**src/logic/riscv_id_pkg.sv**
```systemverilog
// Shared types, opcodes, exception causes and privilege levels
// for the RV64I instruction decode stage
`default_nettype none

package riscv_id_pkg;

  //////////////////////////////
  // Field types
  //////////////////////////////
  typedef logic [31:0] instr_t;
  typedef logic [4:0]  reg_addr_t;
  typedef logic [4:0]  opcode_t;
  typedef logic [1:0]  prv_t;
  typedef logic [15:0] exc_vec_t;

  // Major opcodes, instruction bits 6:2
  localparam opcode_t OPC_LOAD     = 5'b00000;
  localparam opcode_t OPC_MISC_MEM = 5'b00011;
  localparam opcode_t OPC_OP_IMM   = 5'b00100;
  localparam opcode_t OPC_AUIPC    = 5'b00101;
  localparam opcode_t OPC_OP_IMM32 = 5'b00110;
  localparam opcode_t OPC_STORE    = 5'b01000;
  localparam opcode_t OPC_OP       = 5'b01100;
  localparam opcode_t OPC_LUI      = 5'b01101;
  localparam opcode_t OPC_OP32     = 5'b01110;
  localparam opcode_t OPC_BRANCH   = 5'b11000;
  localparam opcode_t OPC_JALR     = 5'b11001;
  localparam opcode_t OPC_JAL      = 5'b11011;
  localparam opcode_t OPC_SYSTEM   = 5'b11100;

  // Full system instruction encodings
  localparam instr_t ECALL  = 32'h0000_0073;
  localparam instr_t EBREAK = 32'h0010_0073;
  localparam instr_t SRET   = 32'h1020_0073;
  localparam instr_t MRET   = 32'h3020_0073;

  localparam prv_t PRV_U = 2'b00;
  localparam prv_t PRV_S = 2'b01;
  localparam prv_t PRV_M = 2'b11;

  // Bit positions in exc_vec_t
  localparam int CAUSE_ILLEGAL_INSTRUCTION = 2;
  localparam int CAUSE_BREAKPOINT          = 3;
  localparam int CAUSE_UMODE_ECALL         = 8;
  localparam int CAUSE_SMODE_ECALL         = 9;
  localparam int CAUSE_MMODE_ECALL         = 11;

  localparam logic [63:0] PC_INIT = 64'h200;

  //////////////////////////////
  // Pipeline structs
  //////////////////////////////
  typedef struct packed {
    instr_t instr;
    logic   bubble;
  } stage_info_t;

  // Operand source select, one hot except for userf
  typedef struct packed {
    logic userf;
    logic bypex;
    logic bypmem;
    logic bypwb;
  } opnd_fwd_t;

  // Opcodes that write a result into rd
  function automatic logic has_rd(input opcode_t opc);
    case (opc)
      OPC_LOAD, OPC_OP_IMM, OPC_OP_IMM32, OPC_AUIPC, OPC_OP, OPC_OP32,
      OPC_LUI, OPC_JAL, OPC_JALR, OPC_SYSTEM: return 1'b1;
      default: return 1'b0;
    endcase
  endfunction

  function automatic logic uses_rs2(input opcode_t opc);
    case (opc)
      OPC_OP, OPC_OP32, OPC_BRANCH, OPC_STORE: return 1'b1;
      default: return 1'b0;
    endcase
  endfunction

  function automatic logic uses_rs1(input opcode_t opc);
    case (opc)
      OPC_OP_IMM, OPC_OP_IMM32, OPC_JALR, OPC_LOAD, OPC_SYSTEM: return 1'b1;
      default: return uses_rs2(opc);
    endcase
  endfunction

endpackage

`default_nettype wire
```
**src/logic/id_stage.sv**
```systemverilog
// Instruction decode stage top, connects pipe register, legality check,
// operand select and hazard unit
`timescale 1ns/10ps
`default_nettype none

module id_stage #(
  parameter int XLEN = 64
) (
  input  logic                      clk,
  input  logic                      rstn,
  input  logic                      ex_stall,
  input  logic                      bu_flush,
  input  logic [XLEN-1:0]           bu_nxt_pc,
  input  logic                      st_flush,
  input  logic [XLEN-1:0]           st_nxt_pc,
  input  logic [XLEN-1:0]           if_pc,
  input  riscv_id_pkg::instr_t      if_instr,
  input  logic                      if_bubble,
  input  riscv_id_pkg::stage_info_t ex_info,
  input  riscv_id_pkg::stage_info_t mem_info,
  input  riscv_id_pkg::stage_info_t wb_info,
  input  riscv_id_pkg::prv_t        st_prv,
  input  logic                      st_tsr,
  input  logic [XLEN-1:0]           wb_r,
  output logic [XLEN-1:0]           id_pc,
  output riscv_id_pkg::instr_t      id_instr,
  output logic                      id_bubble,
  output riscv_id_pkg::exc_vec_t    id_exception,
  output logic                      id_stall,
  output riscv_id_pkg::reg_addr_t   id_src1,
  output riscv_id_pkg::reg_addr_t   id_src2,
  output logic [XLEN-1:0]           id_opA,
  output logic [XLEN-1:0]           id_opB,
  output riscv_id_pkg::opnd_fwd_t   id_fwd_a,
  output riscv_id_pkg::opnd_fwd_t   id_fwd_b
);

  riscv_id_pkg::exc_vec_t exc_next;

  // Exception causes for the fetched slot
  id_instr_check u_instr_check (
    .if_instr (if_instr),
    .if_bubble(if_bubble),
    .st_prv   (st_prv),
    .st_tsr   (st_tsr),
    .exc_next (exc_next)
  );

  id_pipe_reg #(
    .XLEN(XLEN)
  ) u_pipe_reg (
    .clk         (clk),
    .rstn        (rstn),
    .ex_stall    (ex_stall),
    .bu_flush    (bu_flush),
    .st_flush    (st_flush),
    .bu_nxt_pc   (bu_nxt_pc),
    .st_nxt_pc   (st_nxt_pc),
    .if_pc       (if_pc),
    .if_instr    (if_instr),
    .if_bubble   (if_bubble),
    .exc_next    (exc_next),
    .id_stall    (id_stall),
    .id_pc       (id_pc),
    .id_instr    (id_instr),
    .id_bubble   (id_bubble),
    .id_exception(id_exception),
    .id_src1     (id_src1),
    .id_src2     (id_src2)
  );

  id_operand_sel #(
    .XLEN(XLEN)
  ) u_operand_sel (
    .clk     (clk),
    .if_pc   (if_pc),
    .if_instr(if_instr),
    .wb_r    (wb_r),
    .ex_stall(ex_stall),
    .id_opA  (id_opA),
    .id_opB  (id_opB)
  );

  // Stall feeds back into the pipe register
  id_hazard_unit u_hazard_unit (
    .clk      (clk),
    .rstn     (rstn),
    .ex_stall (ex_stall),
    .bu_flush (bu_flush),
    .st_flush (st_flush),
    .if_instr (if_instr),
    .if_bubble(if_bubble),
    .id_instr (id_instr),
    .id_bubble(id_bubble),
    .ex_info  (ex_info),
    .mem_info (mem_info),
    .wb_info  (wb_info),
    .id_stall (id_stall),
    .id_fwd_a (id_fwd_a),
    .id_fwd_b (id_fwd_b)
  );

endmodule

`default_nettype wire

```
**src/logic/id_hazard_unit.sv**
```systemverilog
// Registered operand forwarding selects and combinational load-use stall
`timescale 1ns/10ps
`default_nettype none

module id_hazard_unit (
  input  logic                      clk,
  input  logic                      rstn,
  input  logic                      ex_stall,
  input  logic                      bu_flush,
  input  logic                      st_flush,
  input  riscv_id_pkg::instr_t      if_instr,
  input  logic                      if_bubble,
  input  riscv_id_pkg::instr_t      id_instr,
  input  logic                      id_bubble,
  input  riscv_id_pkg::stage_info_t ex_info,
  input  riscv_id_pkg::stage_info_t mem_info,
  input  riscv_id_pkg::stage_info_t wb_info,
  output logic                      id_stall,
  output riscv_id_pkg::opnd_fwd_t   id_fwd_a,
  output riscv_id_pkg::opnd_fwd_t   id_fwd_b
);

  riscv_id_pkg::opcode_t   if_opc;
  riscv_id_pkg::reg_addr_t if_src1;
  riscv_id_pkg::reg_addr_t if_src2;
  logic                    use_rs1;
  logic                    use_rs2;

  riscv_id_pkg::reg_addr_t id_dst;
  riscv_id_pkg::reg_addr_t ex_dst;
  riscv_id_pkg::reg_addr_t mem_dst;
  riscv_id_pkg::reg_addr_t wb_dst;

  logic can_bypex;
  logic can_bypmem;
  logic can_bypwb;
  logic can_ldwb;
  logic id_load;
  logic ex_load;

  assign if_opc  = if_instr[6:2];
  assign if_src1 = if_instr[19:15];
  assign if_src2 = if_instr[24:20];
  assign use_rs1 = riscv_id_pkg::uses_rs1(if_opc);
  assign use_rs2 = riscv_id_pkg::uses_rs2(if_opc);

  assign id_dst  = id_instr[11:7];
  assign ex_dst  = ex_info.instr[11:7];
  assign mem_dst = mem_info.instr[11:7];
  assign wb_dst  = wb_info.instr[11:7];

  // A stage can supply a result if it holds a writing, live instruction
  assign can_bypex  = riscv_id_pkg::has_rd(id_instr[6:2]) & ~id_bubble;
  assign can_bypmem = riscv_id_pkg::has_rd(ex_info.instr[6:2]) & ~ex_info.bubble;
  assign can_bypwb  = riscv_id_pkg::has_rd(mem_info.instr[6:2]) & ~mem_info.bubble;
  assign can_ldwb   = riscv_id_pkg::has_rd(wb_info.instr[6:2]) & ~wb_info.bubble;

  // x0 never forwards
  function automatic riscv_id_pkg::opnd_fwd_t fwd_sel(
    input logic                    used,
    input riscv_id_pkg::reg_addr_t src
  );
    riscv_id_pkg::opnd_fwd_t sel;
    sel = '0;
    if (used) begin
      sel.bypex  = can_bypex  & (src == id_dst)  & (|id_dst);
      sel.bypmem = can_bypmem & (src == ex_dst)  & (|ex_dst);
      sel.bypwb  = can_bypwb  & (src == mem_dst) & (|mem_dst);
      // WB result not yet in the register file
      sel.userf  = ~(can_ldwb & (src == wb_dst) & (|wb_dst));
    end
    return sel;
  endfunction

  always_ff @(posedge clk or negedge rstn) begin
    if (!rstn) begin
      id_fwd_a <= '0;
      id_fwd_b <= '0;
    end else if (!ex_stall) begin
      id_fwd_a <= fwd_sel(use_rs1, if_src1);
      id_fwd_b <= fwd_sel(use_rs2, if_src2);
    end
  end

  //////////////////////////////
  // Load-use stall
  //////////////////////////////
  function automatic logic src_hit(input riscv_id_pkg::reg_addr_t dst);
    return ~if_bubble & ((use_rs1 & (if_src1 == dst)) | (use_rs2 & (if_src2 == dst)));
  endfunction

  assign id_load = (id_instr[6:2] == riscv_id_pkg::OPC_LOAD) & ~id_bubble;
  assign ex_load = (ex_info.instr[6:2] == riscv_id_pkg::OPC_LOAD) & ~ex_info.bubble;

  always_comb begin
    if (bu_flush || st_flush) begin
      id_stall = 1'b0;
    end else if (ex_stall) begin
      id_stall = ~if_bubble;
    end else if (id_load) begin
      id_stall = src_hit(id_dst);
    end else if (ex_load) begin
      id_stall = src_hit(ex_dst);
    end else begin
      id_stall = 1'b0;
    end
  end

endmodule

`default_nettype wire

```
**src/logic/id_operand_sel.sv**
```systemverilog
// Immediate decode and registered operand A/B select
`timescale 1ns/10ps
`default_nettype none

module id_operand_sel #(
  parameter int XLEN = 64
) (
  input  logic                 clk,
  input  logic [XLEN-1:0]      if_pc,
  input  riscv_id_pkg::instr_t if_instr,
  input  logic [XLEN-1:0]      wb_r,
  input  logic                 ex_stall,
  output logic [XLEN-1:0]      id_opA,
  output logic [XLEN-1:0]      id_opB
);

  riscv_id_pkg::opcode_t    opcode;
  riscv_id_pkg::reg_addr_t  rs1;
  logic [XLEN-1:0]          imm_i;
  logic [XLEN-1:0]          imm_u;
  logic [XLEN-1:0]          opa_next;
  logic [XLEN-1:0]          opb_next;

  assign opcode = if_instr[6:2];
  assign rs1    = if_instr[19:15];

  // Sign extended I and U immediates
  assign imm_i = {{(XLEN-11){if_instr[31]}}, if_instr[30:20]};
  assign imm_u = {{(XLEN-31){if_instr[31]}}, if_instr[30:12], 12'b0};

  always_comb begin
    case (opcode)
      riscv_id_pkg::OPC_OP_IMM,
      riscv_id_pkg::OPC_OP_IMM32,
      riscv_id_pkg::OPC_LOAD,
      riscv_id_pkg::OPC_JALR: begin
        opa_next = wb_r;
        opb_next = imm_i;
      end
      riscv_id_pkg::OPC_OP,
      riscv_id_pkg::OPC_OP32,
      riscv_id_pkg::OPC_BRANCH,
      riscv_id_pkg::OPC_STORE: begin
        opa_next = wb_r;
        opb_next = wb_r;
      end
      riscv_id_pkg::OPC_LUI: begin
        opa_next = '0;
        opb_next = imm_u;
      end
      riscv_id_pkg::OPC_AUIPC: begin
        opa_next = if_pc;
        opb_next = imm_u;
      end
      riscv_id_pkg::OPC_SYSTEM: begin
        // CSRxxI takes the rs1 field as a zimm
        opa_next = wb_r;
        opb_next = {{(XLEN-5){1'b0}}, rs1};
      end
      default: begin
        opa_next = '0;
        opb_next = '0;
      end
    endcase
  end

  always_ff @(posedge clk) begin
    if (!ex_stall) begin
      id_opA <= opa_next;
      id_opB <= opb_next;
    end
  end

endmodule

`default_nettype wire

```
**src/logic/id_instr_check.sv**
```systemverilog
// Legality check and exception cause decode of the fetched instruction
`timescale 1ns/10ps
`default_nettype none

module id_instr_check (
  input  riscv_id_pkg::instr_t   if_instr,
  input  logic                   if_bubble,
  input  riscv_id_pkg::prv_t     st_prv,
  input  logic                   st_tsr,
  output riscv_id_pkg::exc_vec_t exc_next
);

  riscv_id_pkg::opcode_t opcode;
  logic [2:0]            funct3;
  logic [6:0]            funct7;
  logic                  illegal;
  logic                  is_ecall;

  assign opcode   = if_instr[6:2];
  assign funct3   = if_instr[14:12];
  assign funct7   = if_instr[31:25];
  assign is_ecall = (if_instr == riscv_id_pkg::ECALL);

  //////////////////////////////
  // RV64I legality
  //////////////////////////////
  always_comb begin
    illegal = 1'b1;
    if (if_instr[1:0] == 2'b11) begin
      case (opcode)
        riscv_id_pkg::OPC_LUI,
        riscv_id_pkg::OPC_AUIPC,
        riscv_id_pkg::OPC_JAL:      illegal = 1'b0;
        riscv_id_pkg::OPC_JALR:     illegal = (funct3 != 3'b000);
        riscv_id_pkg::OPC_BRANCH:   illegal = (funct3[2:1] == 2'b01);
        // LB through LWU, nothing at funct3 7
        riscv_id_pkg::OPC_LOAD:     illegal = (funct3 == 3'b111);
        riscv_id_pkg::OPC_STORE:    illegal = funct3[2];
        riscv_id_pkg::OPC_MISC_MEM: illegal = (funct3[2:1] != 2'b00);
        riscv_id_pkg::OPC_OP_IMM: begin
          // Shifts carry a 6-bit shamt, bit 25 is free
          case (funct3)
            3'b001:  illegal = (funct7[6:1] != 6'b000000);
            3'b101:  illegal = (funct7[6:1] != 6'b000000) && (funct7[6:1] != 6'b010000);
            default: illegal = 1'b0;
          endcase
        end
        riscv_id_pkg::OPC_OP_IMM32: begin
          case (funct3)
            3'b000:  illegal = 1'b0;
            3'b001:  illegal = (funct7 != 7'h00);
            3'b101:  illegal = (funct7 != 7'h00) && (funct7 != 7'h20);
            default: illegal = 1'b1;
          endcase
        end
        riscv_id_pkg::OPC_OP: begin
          if (funct7 == 7'h00) illegal = 1'b0;
          else if (funct7 == 7'h20) illegal = (funct3 != 3'b000) && (funct3 != 3'b101);
        end
        riscv_id_pkg::OPC_OP32: begin
          if (funct7 == 7'h00) begin
            illegal = (funct3 != 3'b000) && (funct3 != 3'b001) && (funct3 != 3'b101);
          end else if (funct7 == 7'h20) begin
            illegal = (funct3 != 3'b000) && (funct3 != 3'b101);
          end
        end
        riscv_id_pkg::OPC_SYSTEM: begin
          if (funct3 == 3'b000) begin
            case (if_instr)
              riscv_id_pkg::ECALL,
              riscv_id_pkg::EBREAK: illegal = 1'b0;
              riscv_id_pkg::MRET:   illegal = (st_prv != riscv_id_pkg::PRV_M);
              riscv_id_pkg::SRET:   illegal = (st_prv == riscv_id_pkg::PRV_U) ||
                                              (st_prv == riscv_id_pkg::PRV_S && st_tsr);
              default:              illegal = 1'b1;
            endcase
          end else begin
            // CSR access, funct3 4 is reserved
            illegal = (funct3 == 3'b100);
          end
        end
        default: illegal = 1'b1;
      endcase
    end
  end

  // Causes, all masked for an empty fetch slot
  always_comb begin
    exc_next = '0;
    exc_next[riscv_id_pkg::CAUSE_ILLEGAL_INSTRUCTION] = ~if_bubble & illegal;
    exc_next[riscv_id_pkg::CAUSE_BREAKPOINT] =
      ~if_bubble & (if_instr == riscv_id_pkg::EBREAK);
    exc_next[riscv_id_pkg::CAUSE_UMODE_ECALL] =
      ~if_bubble & is_ecall & (st_prv == riscv_id_pkg::PRV_U);
    exc_next[riscv_id_pkg::CAUSE_SMODE_ECALL] =
      ~if_bubble & is_ecall & (st_prv == riscv_id_pkg::PRV_S);
    exc_next[riscv_id_pkg::CAUSE_MMODE_ECALL] =
      ~if_bubble & is_ecall & (st_prv == riscv_id_pkg::PRV_M);
  end

endmodule

`default_nettype wire

```
**src/logic/id_pipe_reg.sv**
```systemverilog
// IF/ID pipeline register for PC, instruction, bubble and exceptions
// plus the register file source address mux
`timescale 1ns/10ps
`default_nettype none

module id_pipe_reg #(
  parameter int XLEN = 64
) (
  input  logic                    clk,
  input  logic                    rstn,
  input  logic                    ex_stall,
  input  logic                    bu_flush,
  input  logic                    st_flush,
  input  logic [XLEN-1:0]         bu_nxt_pc,
  input  logic [XLEN-1:0]         st_nxt_pc,
  input  logic [XLEN-1:0]         if_pc,
  input  riscv_id_pkg::instr_t    if_instr,
  input  logic                    if_bubble,
  input  riscv_id_pkg::exc_vec_t  exc_next,
  input  logic                    id_stall,
  output logic [XLEN-1:0]         id_pc,
  output riscv_id_pkg::instr_t    id_instr,
  output logic                    id_bubble,
  output riscv_id_pkg::exc_vec_t  id_exception,
  output riscv_id_pkg::reg_addr_t id_src1,
  output riscv_id_pkg::reg_addr_t id_src2
);

  logic hold;
  logic flush;
  logic bubble_r;

  assign hold  = ex_stall;
  assign flush = bu_flush | st_flush;

  // Flush wins over hold, hold wins over the load-use stall
  always_ff @(posedge clk or negedge rstn) begin
    if (!rstn) begin
      id_pc        <= riscv_id_pkg::PC_INIT[XLEN-1:0];
      bubble_r     <= 1'b1;
      id_exception <= '0;
    end else if (st_flush) begin
      id_pc        <= st_nxt_pc;
      bubble_r     <= 1'b1;
      id_exception <= '0;
    end else if (bu_flush) begin
      id_pc        <= bu_nxt_pc;
      bubble_r     <= 1'b1;
      id_exception <= '0;
    end else if (!hold) begin
      if (id_stall) begin
        // PC kept, a bubble goes down the pipe
        bubble_r     <= 1'b1;
        id_exception <= '0;
      end else begin
        id_pc        <= if_pc;
        bubble_r     <= if_bubble;
        id_exception <= exc_next;
      end
    end
  end

  // Instruction word, qualified by the bubble flag
  always_ff @(posedge clk) begin
    if (!hold) begin
      id_instr <= if_instr;
    end
  end

  assign id_bubble = bubble_r | hold | flush;

  // Register file reads the held instruction while EX is stalled
  assign id_src1 = hold ? id_instr[19:15] : if_instr[19:15];
  assign id_src2 = hold ? id_instr[24:20] : if_instr[24:20];

endmodule

`default_nettype wire

```
**config.mk**
```make
export PLATFORM = sky130hd
export DESIGN_NAME = id_stage
export DESIGN_NICKNAME = d
export VERILOG_FILES = /design/src/logic/riscv_id_pkg.sv /design/src/logic/id_stage.sv /design/src/logic/id_hazard_unit.sv /design/src/logic/id_operand_sel.sv /design/src/logic/id_instr_check.sv /design/src/logic/id_pipe_reg.sv
export SDC_FILE = /design/constraint.sdc
export NUM_CORES = 1
export LEC_CHECK = 0
export BUFFER_PORTS_ARGS = -buffer_cell sky130_fd_sc_hd__buf_2
export CORE_AREA = 2 2 257 259
export DETAILED_ROUTE_END_ITERATION = 8
export DIE_AREA = 0 0 259 261
export GPL_ROUTABILITY_DRIVEN = 0
export PLACE_DENSITY = 0.51
export SLEW_MARGIN = 20
export SYNTH_ARGS = -nofsm -noshare
export SYNTH_HDL_FRONTEND = slang
export SYNTH_SLANG_ARGS = --single-unit
```
**constraint.sdc**
```tcl
create_clock -name clk -period 2.55 [get_ports clk]
set_input_delay 0.3825 -clock clk [delete_from_list [all_inputs] [get_ports clk]]
set_output_delay 0.3825 -clock clk [all_outputs]
set_load 0.005 [all_outputs]
```
# Yosys cells after proc, flatten, opt, wreduce, memory -nomap -nowiden
# Memories as Yosys holds them, arrays and structs flattened. A register that Yosys moved wholly into a read port is not among the register bits.
# Cells that the tools add are included.
# totals
ff_bits	249
latchBits	0
ramBits	0
rom_bits	128
input_bits	396
output_inout_bits	260
word_cells	168
n_memories	4
# op_classes
n_addsub	0
multipliers	0
n_div	0
magnitude_cmp	0
n_eq_ne	40
shifts	0
mux	34
bitwise_logic	46
n_reduce_logical	30
# mem_list
memory	depth	width	rd	rd_ports_with_merged_regs	wr	line_no	text
(no name shown)	32	1	1	0	0	riscv_id_pkg.sv:68	case (opc)
(no name shown)	32	1	1	0	0	riscv_id_pkg.sv:68	
(no name shown)	32	1	1	0	0	riscv_id_pkg.sv:68	
(no name shown)	32	1	1	1	0	riscv_id_pkg.sv:68	
# ops
cell	count
two-way mux 64 bit	4
one-hot mux 64 bit (4 select lines)	1
one-hot mux 64 bit (2 select lines)	1
two-way mux 16 bit	3
== test 5 bit	8
AND 1 bit	34
== test 32 x 21 -> 1 bit, second input constant	1
== test 32 x 29 -> 1 bit, second input constant	1
== test 32 x 30 -> 1 bit, second input constant	1
== test 32 x 7 -> 1 bit, second input constant	1
OR reduction 5 bit	5
== test 5 x 4 -> 1 bit, second input constant	4
== test 5 bit, second input constant	4
== test 5 x 3 -> 1 bit, second input constant	3
zero test 5 bit	3
two-way mux 1 bit	15
two-way mux 5 bit	3
two-way mux 12 bit	1
one-hot mux 1 bit (11 select lines)	1
== test 3 bit, second input constant	3
OR reduction 9 bit	1
two-way mux 4 bit	2
OR reduction 4 bit	2
== test 7 x 6 -> 1 bit, second input constant	1
other kinds (25)	47

# Longest topological paths before layout
# Gate-level depths: netlist (run 1).
# logic_depth
word_depth	15
ltp_mapped	9

# Cells and area by module
# A second synthesis (run 1) with hierarchy kept.
# hier_totals
hier_cells	971
hier_area_um2	12487.0
# by_module_without_submodules
module	n_inst	cells_each	area_each_um2	seq_area_each_um2
id_pipe_reg	1	443	5556.6	2990.4
id_operand_sel	1	312	5272.6	3843.7
id_hazard_unit	1	136	1119.8	200.2
id_instr_check	1	80	538.0	0.0

# Least setup slack after synthesis (run 1)
# OpenSTA, ideal clock, no wires.
# synth_timing
kind	input port to flip-flop
startpoint	input port ex_stall
endpoint	register u_pipe_reg.id_pc[35]
setup_ps	104
arrival_ps	5203
required_ps	2446
path_slack_ps	-2757
cell_stages	7
cell_sequence	clkbuf_1 > inv_1 > nand2_1 > clkbuf_1 > a21oi_1 > a31oi_1 > o311ai_1
# synth_between
elab_chain_len	9
elab_cells_between_ends	10
classes_between	eq/ne (2); mux (3); bitwise (4); reduce/logical (1)
# synth_lines
item	line_no	text
start, declared	id_stage.sv:11	input logic ex_stall,
OR 1 bit (2 in a row)	id_pipe_reg.sv:70	assign id_bubble = bubble_r | hold | flush;
NOT 1 bit	id_hazard_unit.sv:92	assign id_load = (id_instr[6:2] == riscv_id_pkg::OPC_LOAD) & ~id_bubble;
AND 1 bit	id_hazard_unit.sv:92	
two-way mux 1 bit	id_hazard_unit.sv:100	end else if (id_load) begin
two-way mux 1 bit	id_hazard_unit.sv:98	end else if (ex_stall) begin
two-way mux 1 bit	id_hazard_unit.sv:96	if (bu_flush || st_flush) begin
inequality test 3 bit (no line)	-	
AND reduction 2 bit (no line) (*)	-	
end signal, assigned	id_pipe_reg.sv:39	id_pc <= riscv_id_pkg::PC_INIT[XLEN-1:0];
end signal, assigned	id_pipe_reg.sv:43	id_pc <= st_nxt_pc;
end signal, assigned	id_pipe_reg.sv:47	id_pc <= bu_nxt_pc;
end, declared	id_pipe_reg.sv:21	output logic [XLEN-1:0] id_pc,
# Mark *: on every way between the ends. The rest lies on a longest branch, timed or not.
# A chain may end at the register's enable or synchronous reset.

# Final worst setup path (run 1)
# layout_timing
startpoint	register u_pipe_reg.id_instr[8]
endpoint	output port id_stall
# layout_between
elab_chain_len	7
elab_cells_between_ends	9
classes_between	eq/ne (2); mux (3); bitwise (4)
# layout_lines
item	line_no	text
start, declared	id_pipe_reg.sv:22	output riscv_id_pkg::instr_t id_instr,
start signal, assigned	id_pipe_reg.sv:66	id_instr <= if_instr;
== test 5 bit	id_hazard_unit.sv:89	return ~if_bubble & ((use_rs1 & (if_src1 == dst)) | (use_rs2 & (if_src2 == dst)));
AND 1 bit	id_hazard_unit.sv:89	
OR 1 bit (*)	id_hazard_unit.sv:89	
AND 1 bit (*)	id_hazard_unit.sv:89	
two-way mux 1 bit (*)	id_hazard_unit.sv:100	
two-way mux 1 bit (*)	id_hazard_unit.sv:98	
two-way mux 1 bit (*)	id_hazard_unit.sv:96	
end, declared	id_stage.sv:29	output logic id_stall,
# Marked as above.

==> out/results.ini, run 1 <==
[pwr]
max-vdd-ir-drop_mv=0.4708
design_power_total_mw=11.42
power_density_mw_per_mm2=605.8
total_leakage_power_nw=7.972

[clock_network]
cts_root_buffer=clkbuf_16
cts_bufs_inserted=29
clock_latency_ns=0.59
clk_transition_reported_paths_ns=0.06
tritoncts=yes
htreeDepth=1
longest_clk_path_bufs=3
clock-sinks=239

[die]
fp.dieW_um=259
die_h_um=261
fp-row-count=94
core_region_area_mm2=0.06504
initial_utilization_pct=20.66
dieArea_mm2=0.06760
floorplan.io_pins=656

[synth]
proportion_of_netlist_area_held_by_the_largest_area_contributor_pct=35.75
ys_top_cells_by_area=edfxtp_1 (36%), dfrtp_1 (14%), a21oi_1 (5.2%)
cell_variety_after_synth=64
post_synth.cell_area_avg_um2=10.57
synth.ff_latch_count=239
synth_sequential_area_ratio_pct=50.44
synth_ff_type=edfxtp_1
post_synthesis_instance_area_mm2=0.01344
biggest_area_consumer_among_synthesized_cells=edfxtp_1
yosys_warnings=0
syn_inst=1272
ys_async_sr_fraction_pct=32.64
synth-edff-count=160

[place]
placement.io_buffers=578
postPlaceCellArea_mm2=0.01765
detailedPlacementHpwl_um=56210
place_inst=2643
post_place_setup_slack_ns=-0.02588

[worst_hold_path]
min_delay_worst_endpoint=u_pipe_reg.id_instr[10]
hold_path_class=input pin to flop
hold_path.startpoint=if_instr[10]
worstHoldPathCells=1

[global_route]
global_route_wire_length_before_repair_um=99300
grt_antenna_before_repair=22
overflow=0
grtUsageTotal_pct=20.31
first_global_vias=13660
pin_count_of_the_biggest_net_entering_global_routing=95

[final_layout]
fill_cells=6917
post-route-util_pct=28.98
finish.net_count=2221
area_growth_syn_to_layout_pct=40.23
fin_cells=2725
sequential_cell_area_mm2=0.006779
multi_input_comb_area_mm2=0.006121
final_standard_cell_area_without_fillers_mm2=0.01885
layout-drive-gt1-share_pct=39.85

[sta]
hold_violations=0
timing.fmax_mhz=384.5
fin_setup_tns_ns=-0.05055
timing.final.max_slew_violations=0
hold_slack_ns=0.03949
final-setup-viol-count=1
clock_skew_ns=0.01460
rsz_0062_raised_after_global_routing=yes
tightest_slew_ns=0.8460
postLayoutSetupSlackWorst_ns=-0.05055
post-route-period-util_pct=102.0
final_period_minus_worst_setup_slack_ns=2.601
slew_headroom_pct=43.29

[setup_path]
cp-end-kind=output port
critical_path.startpoint_type=flop
ff2ff_path_depth=9
required_ns=2.17
cp_data_arrival_time_ns=2.22
reg2reg_from=u_pipe_reg.id_instr[8]
rr_endpoint=u_pipe_reg.id_pc[46]
rrSetupSlack_ns=0.29
cp_class=flop to output port
timing.critical_path.fanout_max=4

[outcome]
outcome=finished with violations
violations=setup timing

[route]
wirelength_um=72240
drt_iter0_drc=1194
drt_first_pass_iters=5
dr_total_vias=13810
final_antenna_net_count=0
post-route-drc-count=0
routedWlPerCell_um=26.51
detail_route.vias_per_cell=5.066

[run]
cap_violations=0

report_power, final:
group | internal [mW] | switching (mW)
Sequential | 4.55 | 0.185
Clock | 2.62 | 1.78
Combinational | 0.954 | 1.34
Total | 8.12 | 3.30
layout make-up:
type / instances / area share, %
antenna: 14 / 0.1859
clock inverter: 12 / 0.9361
sequential: 239 / 35.97
tap: 864 / 5.736
clock buffer: 41 / 4.302
multi-input combinational: 886 / 32.48
inverter: 10 / 0.2191
timing repair buffer: 659 / 20.17
kinds of logic after synthesis:
group                  after synthesis  synth area share (%)
AND/OR/NAND/NOR                    256                 10.60
buffers and inverters              157                 5.083
multiplexers                        74                 5.605
other                                1               0.02790
AO/OA/AOI/OAI                      505                 25.64
XOR/XNOR                            40                 2.607
flip-flops                         239                 50.44
per-layer routing:
| layer | vias up | wire, um | track usage [%] |
|---|---|---|---|
| met5 | - | 46 | 0 |
| met4 | 8 | 5020 | 13.50 |
| met3 | 141 | 6120 | 4.559 |
| met2 | 824 | 34200 | 34.43 |
| met1 | 6753 | 26850 | 22.98 |
| li1 | 6079 | - | - |
synthesized netlist by cell type, types with 35 or more instances:
| master | instances |
|---|---|
| o311ai_1 | 64 |
| a22o_1 | 73 |
| clkbuf_1 | 94 |
| nor2_1 | 87 |
| a21o_1 | 35 |
| a21oi_1 | 140 |
| nor3b_1 | 66 |
| dfrtp_1 | 76 |
| buf_2 | 35 |
| o21ai_1 | 69 |
| mux2i_1 | 64 |
| a31oi_1 | 64 |
| edfxtp_1 | 160 |
what timing repair did:
item / 4_1_cts / 5_1_grt
buffers inserted: 5 / 3
pin swaps: 2 / 1
setup endpoints to repair: 1 / 1
hold buffers: 7 / 0
gates resized for setup: 7 / 1
endpoints found under the hold margin: 38 / 0
registers in the layout, indices dropped and copies added, names as in the netlist, named ones only:
register,count
u_hazard_unit.id_fwd_a,4
u_hazard_unit.id_fwd_b,4
u_operand_sel.id_opA,64
u_operand_sel.id_opB,64
u_pipe_reg.bubble_r,1
u_pipe_reg.id_exception,5
u_pipe_reg.id_instr,32
u_pipe_reg.id_pc,64
worst max-delay path: stages, from the launching register on:
cell,delay [ns]
edfxtp_1,0.47
xor2_1,0.20
nor3_1,0.19
nand4_1,0.16
a21o_4,0.29
nand2_4,0.07
o21a_1,0.13
buf_6,0.12
worst max-delay path by stage:
stage | cells after the start | start | slack [ns] | end
after floorplan | 7 | ex_stall | -1.64 | u_pipe_reg.id_pc[26]
after global placement | 9 | if_instr[4] | 0.02 | u_pipe_reg.id_pc[41]
after detailed placement | 9 | if_instr[4] | -0.03 | u_pipe_reg.id_pc[36]
after CTS | 8 | u_pipe_reg.bubble_r | -0.14 | id_stall
after global routing | 7 | u_pipe_reg.id_instr[8] | -0.15 | id_stall
final | 7 | u_pipe_reg.id_instr[8] | -0.05 | id_stall
cell usage in the layout (no fill, tap or decap), types with 19 or more instances in the layout:
cell and count:
buf_2 573, edfxtp_1 160, a21oi_1 135, nor2_1 86, dfrtp_1 76, a22o_1 73, o21ai_1 69, nor3b_1 66
mux2i_1 64, a31oi_1 64, o311ai_1 64, buf_4 56, a21o_1 34, clkbuf_16 29, xor2_1 22, buf_12 21
nand2_1 20, a221o_1 19
(Power assumes the default switching activity.)
==> inputs of run 2 (changes only) <==
--- a/config.mk
+++ b/config.mk
@@ -5,12 +5,13 @@
 export SDC_FILE = /design/constraint.sdc
 export NUM_CORES = 1
 export LEC_CHECK = 0
+export ABC_AREA = 1
 export BUFFER_PORTS_ARGS = -buffer_cell sky130_fd_sc_hd__buf_2
-export CORE_AREA = 2 2 257 259
+export CORE_AREA = 2 2 255 257
 export DETAILED_ROUTE_END_ITERATION = 8
-export DIE_AREA = 0 0 259 261
+export DIE_AREA = 0 0 257 259
 export GPL_ROUTABILITY_DRIVEN = 0
-export PLACE_DENSITY = 0.51
+export PLACE_DENSITY = 0.5
 export SLEW_MARGIN = 20
 export SYNTH_ARGS = -nofsm -noshare
 export SYNTH_HDL_FRONTEND = slang
==> run 2 against run 1 <==
  * The run still ends with setup timing left
  * Cell count up 6.9%
  * Critical endpoint unchanged
  * Largest cell class unchanged
  * Non-clock buffer count shrank 3
  * Sequential power down 0.8%
  * Combinational power fell by 14%
==> out/results.ini, run 2 <==
[clock_network]
longest_clk_path_bufs=3  ; unchanged
clk_transition_reported_paths_ns=0.06  ; about the same
cts_root_buffer=clkbuf_16
cts_bufs_inserted=30  ; +3.4%
htreeDepth=1  ; unchanged
clock_latency_ns=0.59  ; about the same
clock-sinks=239  ; unchanged
tritoncts=yes

[die]
dieArea_mm2=0.06656  ; -1.5%
die_h_um=259  ; -0.77%
fp-row-count=93  ; -1.1%
initial_utilization_pct=19.54  ; -1.1 points
floorplan.io_pins=656  ; unchanged
fp.dieW_um=257  ; -0.77%
core_region_area_mm2=0.06388  ; -1.8%

[sta]
final-setup-viol-count=1  ; unchanged
timing.fmax_mhz=388.4  ; +1.0%
fin_setup_tns_ns=-0.02442  ; +0.02613 ns
timing.final.max_slew_violations=0  ; unchanged
post-route-period-util_pct=101.0  ; -1.0 points
postLayoutSetupSlackWorst_ns=-0.02442  ; +0.02613 ns
hold_violations=0  ; unchanged
tightest_slew_ns=1.072  ; +0.2256 ns
rsz_0062_raised_after_global_routing=yes
final_period_minus_worst_setup_slack_ns=2.574  ; -0.02613 ns
slew_headroom_pct=28.56  ; -15 points
clock_skew_ns=0.01170  ; -0.002902 ns
hold_slack_ns=0.04196  ; +0.002474 ns

[synth]
biggest_area_consumer_among_synthesized_cells=edfxtp_1
synth_ff_type=edfxtp_1
ys_async_sr_fraction_pct=32.64  ; unchanged
yosysMostFrequentCell=nand2_1
synth.ff_latch_count=239  ; unchanged
proportion_of_netlist_area_held_by_the_largest_area_contributor_pct=38.49  ; +2.7 points
yosys_warnings=0  ; unchanged
syn_inst=1430  ; +12%
cell_variety_after_synth=44  ; -31%
synth-edff-count=160  ; unchanged
synth_sequential_area_ratio_pct=54.31  ; +3.9 points
post_synth.cell_area_avg_um2=8.729  ; -17%
post_synthesis_instance_area_mm2=0.01248  ; -7.1%
ys_top_cells_by_area=edfxtp_1 (38%), dfrtp_1 (15%), nand2_1 (9.3%)
top_post_synthesis_cells_by_count=nand2_1 (308), inv_1 (185), edfxtp_1 (160)

[final_layout]
layout-drive-gt1-share_pct=36.66  ; -3.2 points
area_growth_syn_to_layout_pct=43.05
finish.net_count=2426  ; +9.2%
mostFrequentLayoutCells=buf_2 (574), nand2_1 (308), inv_1 (181)
layout_top_registers=u_operand_sel.id_opA x64, u_operand_sel.id_opB x64, u_pipe_reg.id_pc x64
final_standard_cell_area_without_fillers_mm2=0.01786  ; -5.3%
fill_cells=6925  ; +0.12%
commonest_non_fill_non_tap_cell_in_the_layout=buf_2
post-route-util_pct=27.95  ; -1.0 points
fin_cells=2914  ; +6.9%

[setup_path]
rrSetupSlack_ns=0.17  ; -0.12 ns
ff2ff_path_depth=15  ; +6
cp-end-kind=output port
worst_setup_path_startpoint=u_pipe_reg.id_instr[10]
reg2reg_from=u_pipe_reg.id_instr[10]
cp_class=flop to output port
critical_path.startpoint_type=flop
timing.critical_path.fanout_max=3  ; -1
required_ns=2.17  ; about the same
cp_data_arrival_time_ns=2.19  ; -0.03 ns
rr_endpoint=u_pipe_reg.id_pc[16]
cp-endpoint=id_stall

[worst_hold_path]
worstHoldPathCells=1  ; unchanged
hold_path_class=input pin to flop

[route]
post-route-drc-count=0  ; unchanged
drt_iter0_drc=868  ; -27%
wirelength_um=60820  ; -16%
dr_total_vias=12980  ; -6.0%
routedWlPerCell_um=20.87  ; -21%
final_antenna_net_count=0  ; unchanged
drt_first_pass_iters=6  ; +1
detail_route.vias_per_cell=4.453  ; -12%

[place]
placement.io_buffers=578  ; unchanged
detailedPlacementHpwl_um=47580  ; -15%
place_inst=2833  ; +7.2%
postPlaceCellArea_mm2=0.01664  ; -5.7%
post_place_setup_slack_ns=0.01407  ; +0.03995 ns

[pwr]
design_power_total_mw=10.94  ; -4.2%
power_density_mw_per_mm2=612.8  ; +1.1%
max-vdd-ir-drop_mv=0.3648  ; -23%
total_leakage_power_nw=8.613  ; +8.0%

[outcome]
outcome=finished with violations
violations=setup timing

[run]
cap_violations=0  ; unchanged

[global_route]
pin_count_of_the_biggest_net_entering_global_routing=105  ; +11%
first_global_vias=13130  ; -3.9%
global_route_wire_length_before_repair_um=85960  ; -13%
grt_antenna_before_repair=7  ; -68%
grtUsageTotal_pct=17.32  ; -3.0 points
overflow=0  ; unchanged

run 2: changes by cell type in the layout (fill, tap and decap cells not counted), sizes merged, moves of 63 or more:
cell | before | now
nand2 | 23 | 313
inv | 10 | 185
nand3 | 8 | 101
a22o | 73 | 0
o22ai | 0 | 72
a21oi | 141 | 72
nor3b | 66 | 1
o311ai | 65 | 0
mux2i | 64 | 0
a31oi | 64 | 1
run 2: final cells by class:
class | count | area, um2 | share of cell area (%)
Sequential cell | 239 | 6779 | 37.97
Multi-Input combinational cell | 915 | 4634 | 25.95
Timing Repair Buffer | 656 | 3667 | 20.54
Tap cell | 855 | 1070 | 5.991
Clock buffer | 42 | 845.8 | 4.737
Inverter | 188 | 714.4 | 4.001
Clock inverter | 14 | 132.6 | 0.7428
Antenna cell | 5 | 12.51 | 0.07007
run 2: logic make-up after synthesis:
kind of cell | share of synthesized area, %
flops | 54.31
other cells | 0.03004
simple gates | 19.93
buf+inv | 9.673
compound gates | 14.16
xor+xnor | 1.895
run 2: how the worst min path moves through the flow:
stage               slack (ns)                         to          from
finish                    0.04    u_pipe_reg.id_instr[29]  if_instr[29]
global route              0.02     u_pipe_reg.id_instr[7]   if_instr[7]
CTS                       0.02    u_pipe_reg.id_instr[25]  if_instr[25]
detailed placement        0.44  u_hazard_unit.id_fwd_b[0]          rstn
global placement          0.44  u_hazard_unit.id_fwd_b[0]          rstn
floorplan                 0.09  u_hazard_unit.id_fwd_a[0]          rstn
run 2: repair_timing:
| action | CTS | global route |
|---|---|---|
| hold endpoints to repair | 39 | 0 |
| buffers inserted | 11 | 2 |
| hold buffers | 7 | 0 |
| gates cloned | 0 | 0 |
| resized for setup | 5 | 6 |
| endpoints found under the setup margin | 1 | 30 |
| pin swaps | 4 | 3 |
run 2: critical path, cell delays in order (launching register included):
cell and delay (ns):
edfxtp_1 0.44, buf_6 0.15, xnor2_2 0.11, nand2_1 0.07, nor3_1 0.12, nand3_1 0.18
nand3_2 0.12, nand2_2 0.08, nand2_4 0.08, nand2_8 0.08, inv_4 0.07, buf_6 0.08
run 2: layer usage:
layer  GRT usage [%]  share of wire (%)  up-vias
li1                -                  -     6025
met1           20.85                 40     6164
met2           30.17                 48      684
met3           4.228                8.7       96
met4           5.830                2.9        6
met5               0              0.049        -
run 2: where the power goes:
part	switching, mW	internal, mW	total, mW	leakage, nW
logic	1.18	0.801	1.98	5.61
registers	0.147	4.54	4.69	2.52
clock network	1.77	2.50	4.27	0.481
total	3.10	7.84	10.9	8.61
==> inputs of run 3 (changes only) <==
--- a/config.mk
+++ b/config.mk
@@ -5,13 +5,12 @@
 export SDC_FILE = /design/constraint.sdc
 export NUM_CORES = 1
 export LEC_CHECK = 0
-export ABC_AREA = 1
 export BUFFER_PORTS_ARGS = -buffer_cell sky130_fd_sc_hd__buf_2
-export CORE_AREA = 2 2 255 257
+export CORE_AREA = 2 2 257 259
 export DETAILED_ROUTE_END_ITERATION = 8
-export DIE_AREA = 0 0 257 259
+export DIE_AREA = 0 0 259 261
 export GPL_ROUTABILITY_DRIVEN = 0
-export PLACE_DENSITY = 0.5
+export PLACE_DENSITY = 0.51
 export SLEW_MARGIN = 20
 export SYNTH_ARGS = -nofsm -noshare
 export SYNTH_HDL_FRONTEND = slang
==> constraint.sdc (replaced) <==
create_clock -name clk -period 2.4 [get_ports clk]
set_input_delay 0.36 -clock clk [delete_from_list [all_inputs] [get_ports clk]]
set_output_delay 0.36 -clock clk [all_outputs]
set_load 0.005 [all_outputs]
==> run 3 against run 2 <==
  * Cell count decreased by 5.8%
  * Sequential power increased by 7.5%
  * Clock power about the same
  * Via count increased by 7.5%
  * Combinational power increased by 23%
  * Largest power group unchanged
  * The flow still finishes with violations (setup timing)
==> out/results.ini, run 3 (synthesis results as in run 1) <==
[clock_network]
tritoncts=yes
cts_bufs_inserted=29  ; -3.3%
htreeDepth=1  ; unchanged
clk_transition_reported_paths_ns=0.06  ; about the same
clock-sinks=239  ; unchanged
cts_root_buffer=clkbuf_16
longest_clk_path_bufs=3  ; unchanged
clock_latency_ns=0.60  ; about the same

[setup_path]
rr_endpoint=u_pipe_reg.id_pc[40]
slowest_stage=edfxtp_1
cp_slowest_stage_delay_ns=0.47  ; +0.03 ns
crit_chain=xor2_1, nor3_1, nand4_1, a21o_4, nand2_4, o21a_1, buf_2
cp_class=flop to output port
cp_data_arrival_time_ns=2.28  ; +0.09 ns
critical_path.startpoint_type=flop
rrSetupSlack_ns=0.13  ; -0.04 ns
reg2reg_from=u_pipe_reg.bubble_r
cp-end-kind=output port
required_ns=2.04  ; -0.13 ns
timing.critical_path.fanout_max=3  ; unchanged
ff2ff_path_depth=12  ; -3

[outcome]
violations=setup timing
outcome=finished with violations

[sta]
slew_headroom_pct=46.42  ; +18 points
tightest_slew_ns=0.8038  ; -0.2679 ns
hold_violations=0  ; unchanged
clock_skew_ns=0.01989  ; +0.008192 ns
final-setup-viol-count=1  ; unchanged
postLayoutSetupSlackWorst_ns=-0.2413  ; -0.2169 ns
post-route-period-util_pct=110.1
timing.final.max_slew_violations=0  ; unchanged
final_period_minus_worst_setup_slack_ns=2.641
timing.fmax_mhz=378.6
rsz_0062_raised_after_global_routing=yes

[route]
wirelength_um=73140  ; +20%
wl_met2_um=35950  ; +22%
drt_first_pass_iters=6  ; unchanged
top_layer=met5
detail_route.vias_per_cell=5.078  ; +14%
post-route-drc-count=0  ; unchanged
dr_total_vias=13940  ; +7.5%
final_antenna_net_count=0  ; unchanged
routed-wl-met3_um=6487  ; +23%
route.layer.met1.wl_um=26830  ; +10%
routedWlPerCell_um=26.63  ; +28%
drt_iter0_drc=1166  ; +34%

[die]
fp.dieW_um=259  ; +0.78%
initial_utilization_pct=20.66  ; +1.1 points
floorplan.io_pins=656  ; unchanged
die_h_um=261  ; +0.77%
dieArea_mm2=0.06760  ; +1.6%
fp-row-count=94  ; +1.1%
core_region_area_mm2=0.06504  ; +1.8%

[global_route]
first_global_vias=13470  ; +2.6%
global_route_wire_length_before_repair_um=99410  ; +16%
grtUsageTotal_pct=20.24  ; +2.9 points
overflow=0  ; unchanged
pin_count_of_the_biggest_net_entering_global_routing=81  ; -23%
grt_antenna_before_repair=23  ; +16

[final_layout]
layout-drive-gt1-share_pct=40.64  ; +4.0 points
layout_top_registers=u_operand_sel.id_opA x64, u_operand_sel.id_opB x64, u_pipe_reg.id_pc x64
area_growth_syn_to_layout_pct=41.58
commonest_non_fill_non_tap_cell_in_the_layout=buf_2
mostFrequentLayoutCells=buf_2 (574), edfxtp_1 (160), a21oi_1 (135)
final_standard_cell_area_without_fillers_mm2=0.01903  ; +6.6%
fill_cells=6858  ; -0.97%
post-route-util_pct=29.25  ; +1.3 points
finish.net_count=2248  ; -7.3%

[run]
cap_violations=0  ; unchanged

[worst_hold_path]
min_delay_worst_endpoint=u_operand_sel.id_opB[47]
hold_path.startpoint=wb_r[47]
worstHoldPathCells=2  ; +1
hold_path_class=input pin to flop

[place]
placement.io_buffers=578  ; unchanged
postPlaceCellArea_mm2=0.01779  ; +6.9%
detailedPlacementHpwl_um=56900  ; +20%

[pwr]
power_density_mw_per_mm2=618.5  ; +0.93%
max-vdd-ir-drop_mv=0.5097  ; +40%
total_leakage_power_nw=8.069  ; -6.3%

run 3: metal layers:
metal,vias up,track usage (%)
li1,6140,-
met1,6764,23.01
met2,904,35.75
met3,125,4.491
met4,10,10.15
met5,-,0
run 3: layout make-up:
cell class              count  area (um2)  share of cell area [%]
diodes                      7       17.52                 0.09206
clock inverters             6       47.55                  0.2499
multi-input cells         887        6172                   32.44
clock buffers              48       857.1                   4.505
flip-flops and latches    239        6779                   35.63
inverters                  10       41.29                  0.2170
well taps                 864        1081                   5.682
repair buffers            685        4031                   21.19
run 3: worst max path at each step:
stage / from / end / slack [ns] / cells past startpoint
after detailed placement: if_instr[4] / u_pipe_reg.id_pc[40] / -0.15 / 9
after CTS: u_pipe_reg.bubble_r / id_stall / -0.32 / 9
after global placement: if_instr[4] / u_pipe_reg.id_pc[43] / -0.07 / 9
after floorplan: ex_stall / u_pipe_reg.id_pc[26] / -1.77 / 7
final: u_pipe_reg.id_instr[8] / id_stall / -0.24 / 7
after global routing: u_pipe_reg.bubble_r / id_stall / -0.40 / 9
run 3: where the power goes:
part / internal (mW) / switching (mW) / leakage, nW
clock network: 2.43 / 1.86 / 0.443
registers: 4.83 / 0.204 / 2.47
logic: 1.03 / 1.42 / 5.15
run 3: what timing repair did:
action	CTS	global route
pin swaps	2	3
hold buffers	13	0
buffers inserted	2	3
endpoints found under the setup margin	1	2
endpoints found under the hold margin	45	0
gates cloned	0	3
gates resized for setup	5	12
run 3: through the flow:
step / hold WS, ns / instances / power, mW / setup TNS (ns) / worst slack, ns
2_1_floorplan: 0.06441 / 1282 / 6.126 / -263.03 / -1.770
3_3_place_gp: 0.3941 / 2665 / 7.493 / -1.934 / -0.06966
3_5_place_dp: 0.3982 / 2665 / 7.534 / -4.859 / -0.1504
4_1_cts: 0.001845 / 2734 / 11.88 / -0.3232 / -0.3232
5_1_grt: 0.03243 / 2745 / 12.23 / -0.4717 / -0.3968
6_report: 0.05077 / 2746 / 11.77 / -0.2413 / -0.2413
run 3: worst max-delay path, delay by kind of cell (launching register included):
kind | cells | cell delay [ns]
flops | 1 | 0.47
simple gates | 3 | 0.43
xor+xnor | 1 | 0.20
buf+inv | 1 | 0.14
compound gates | 2 | 0.45
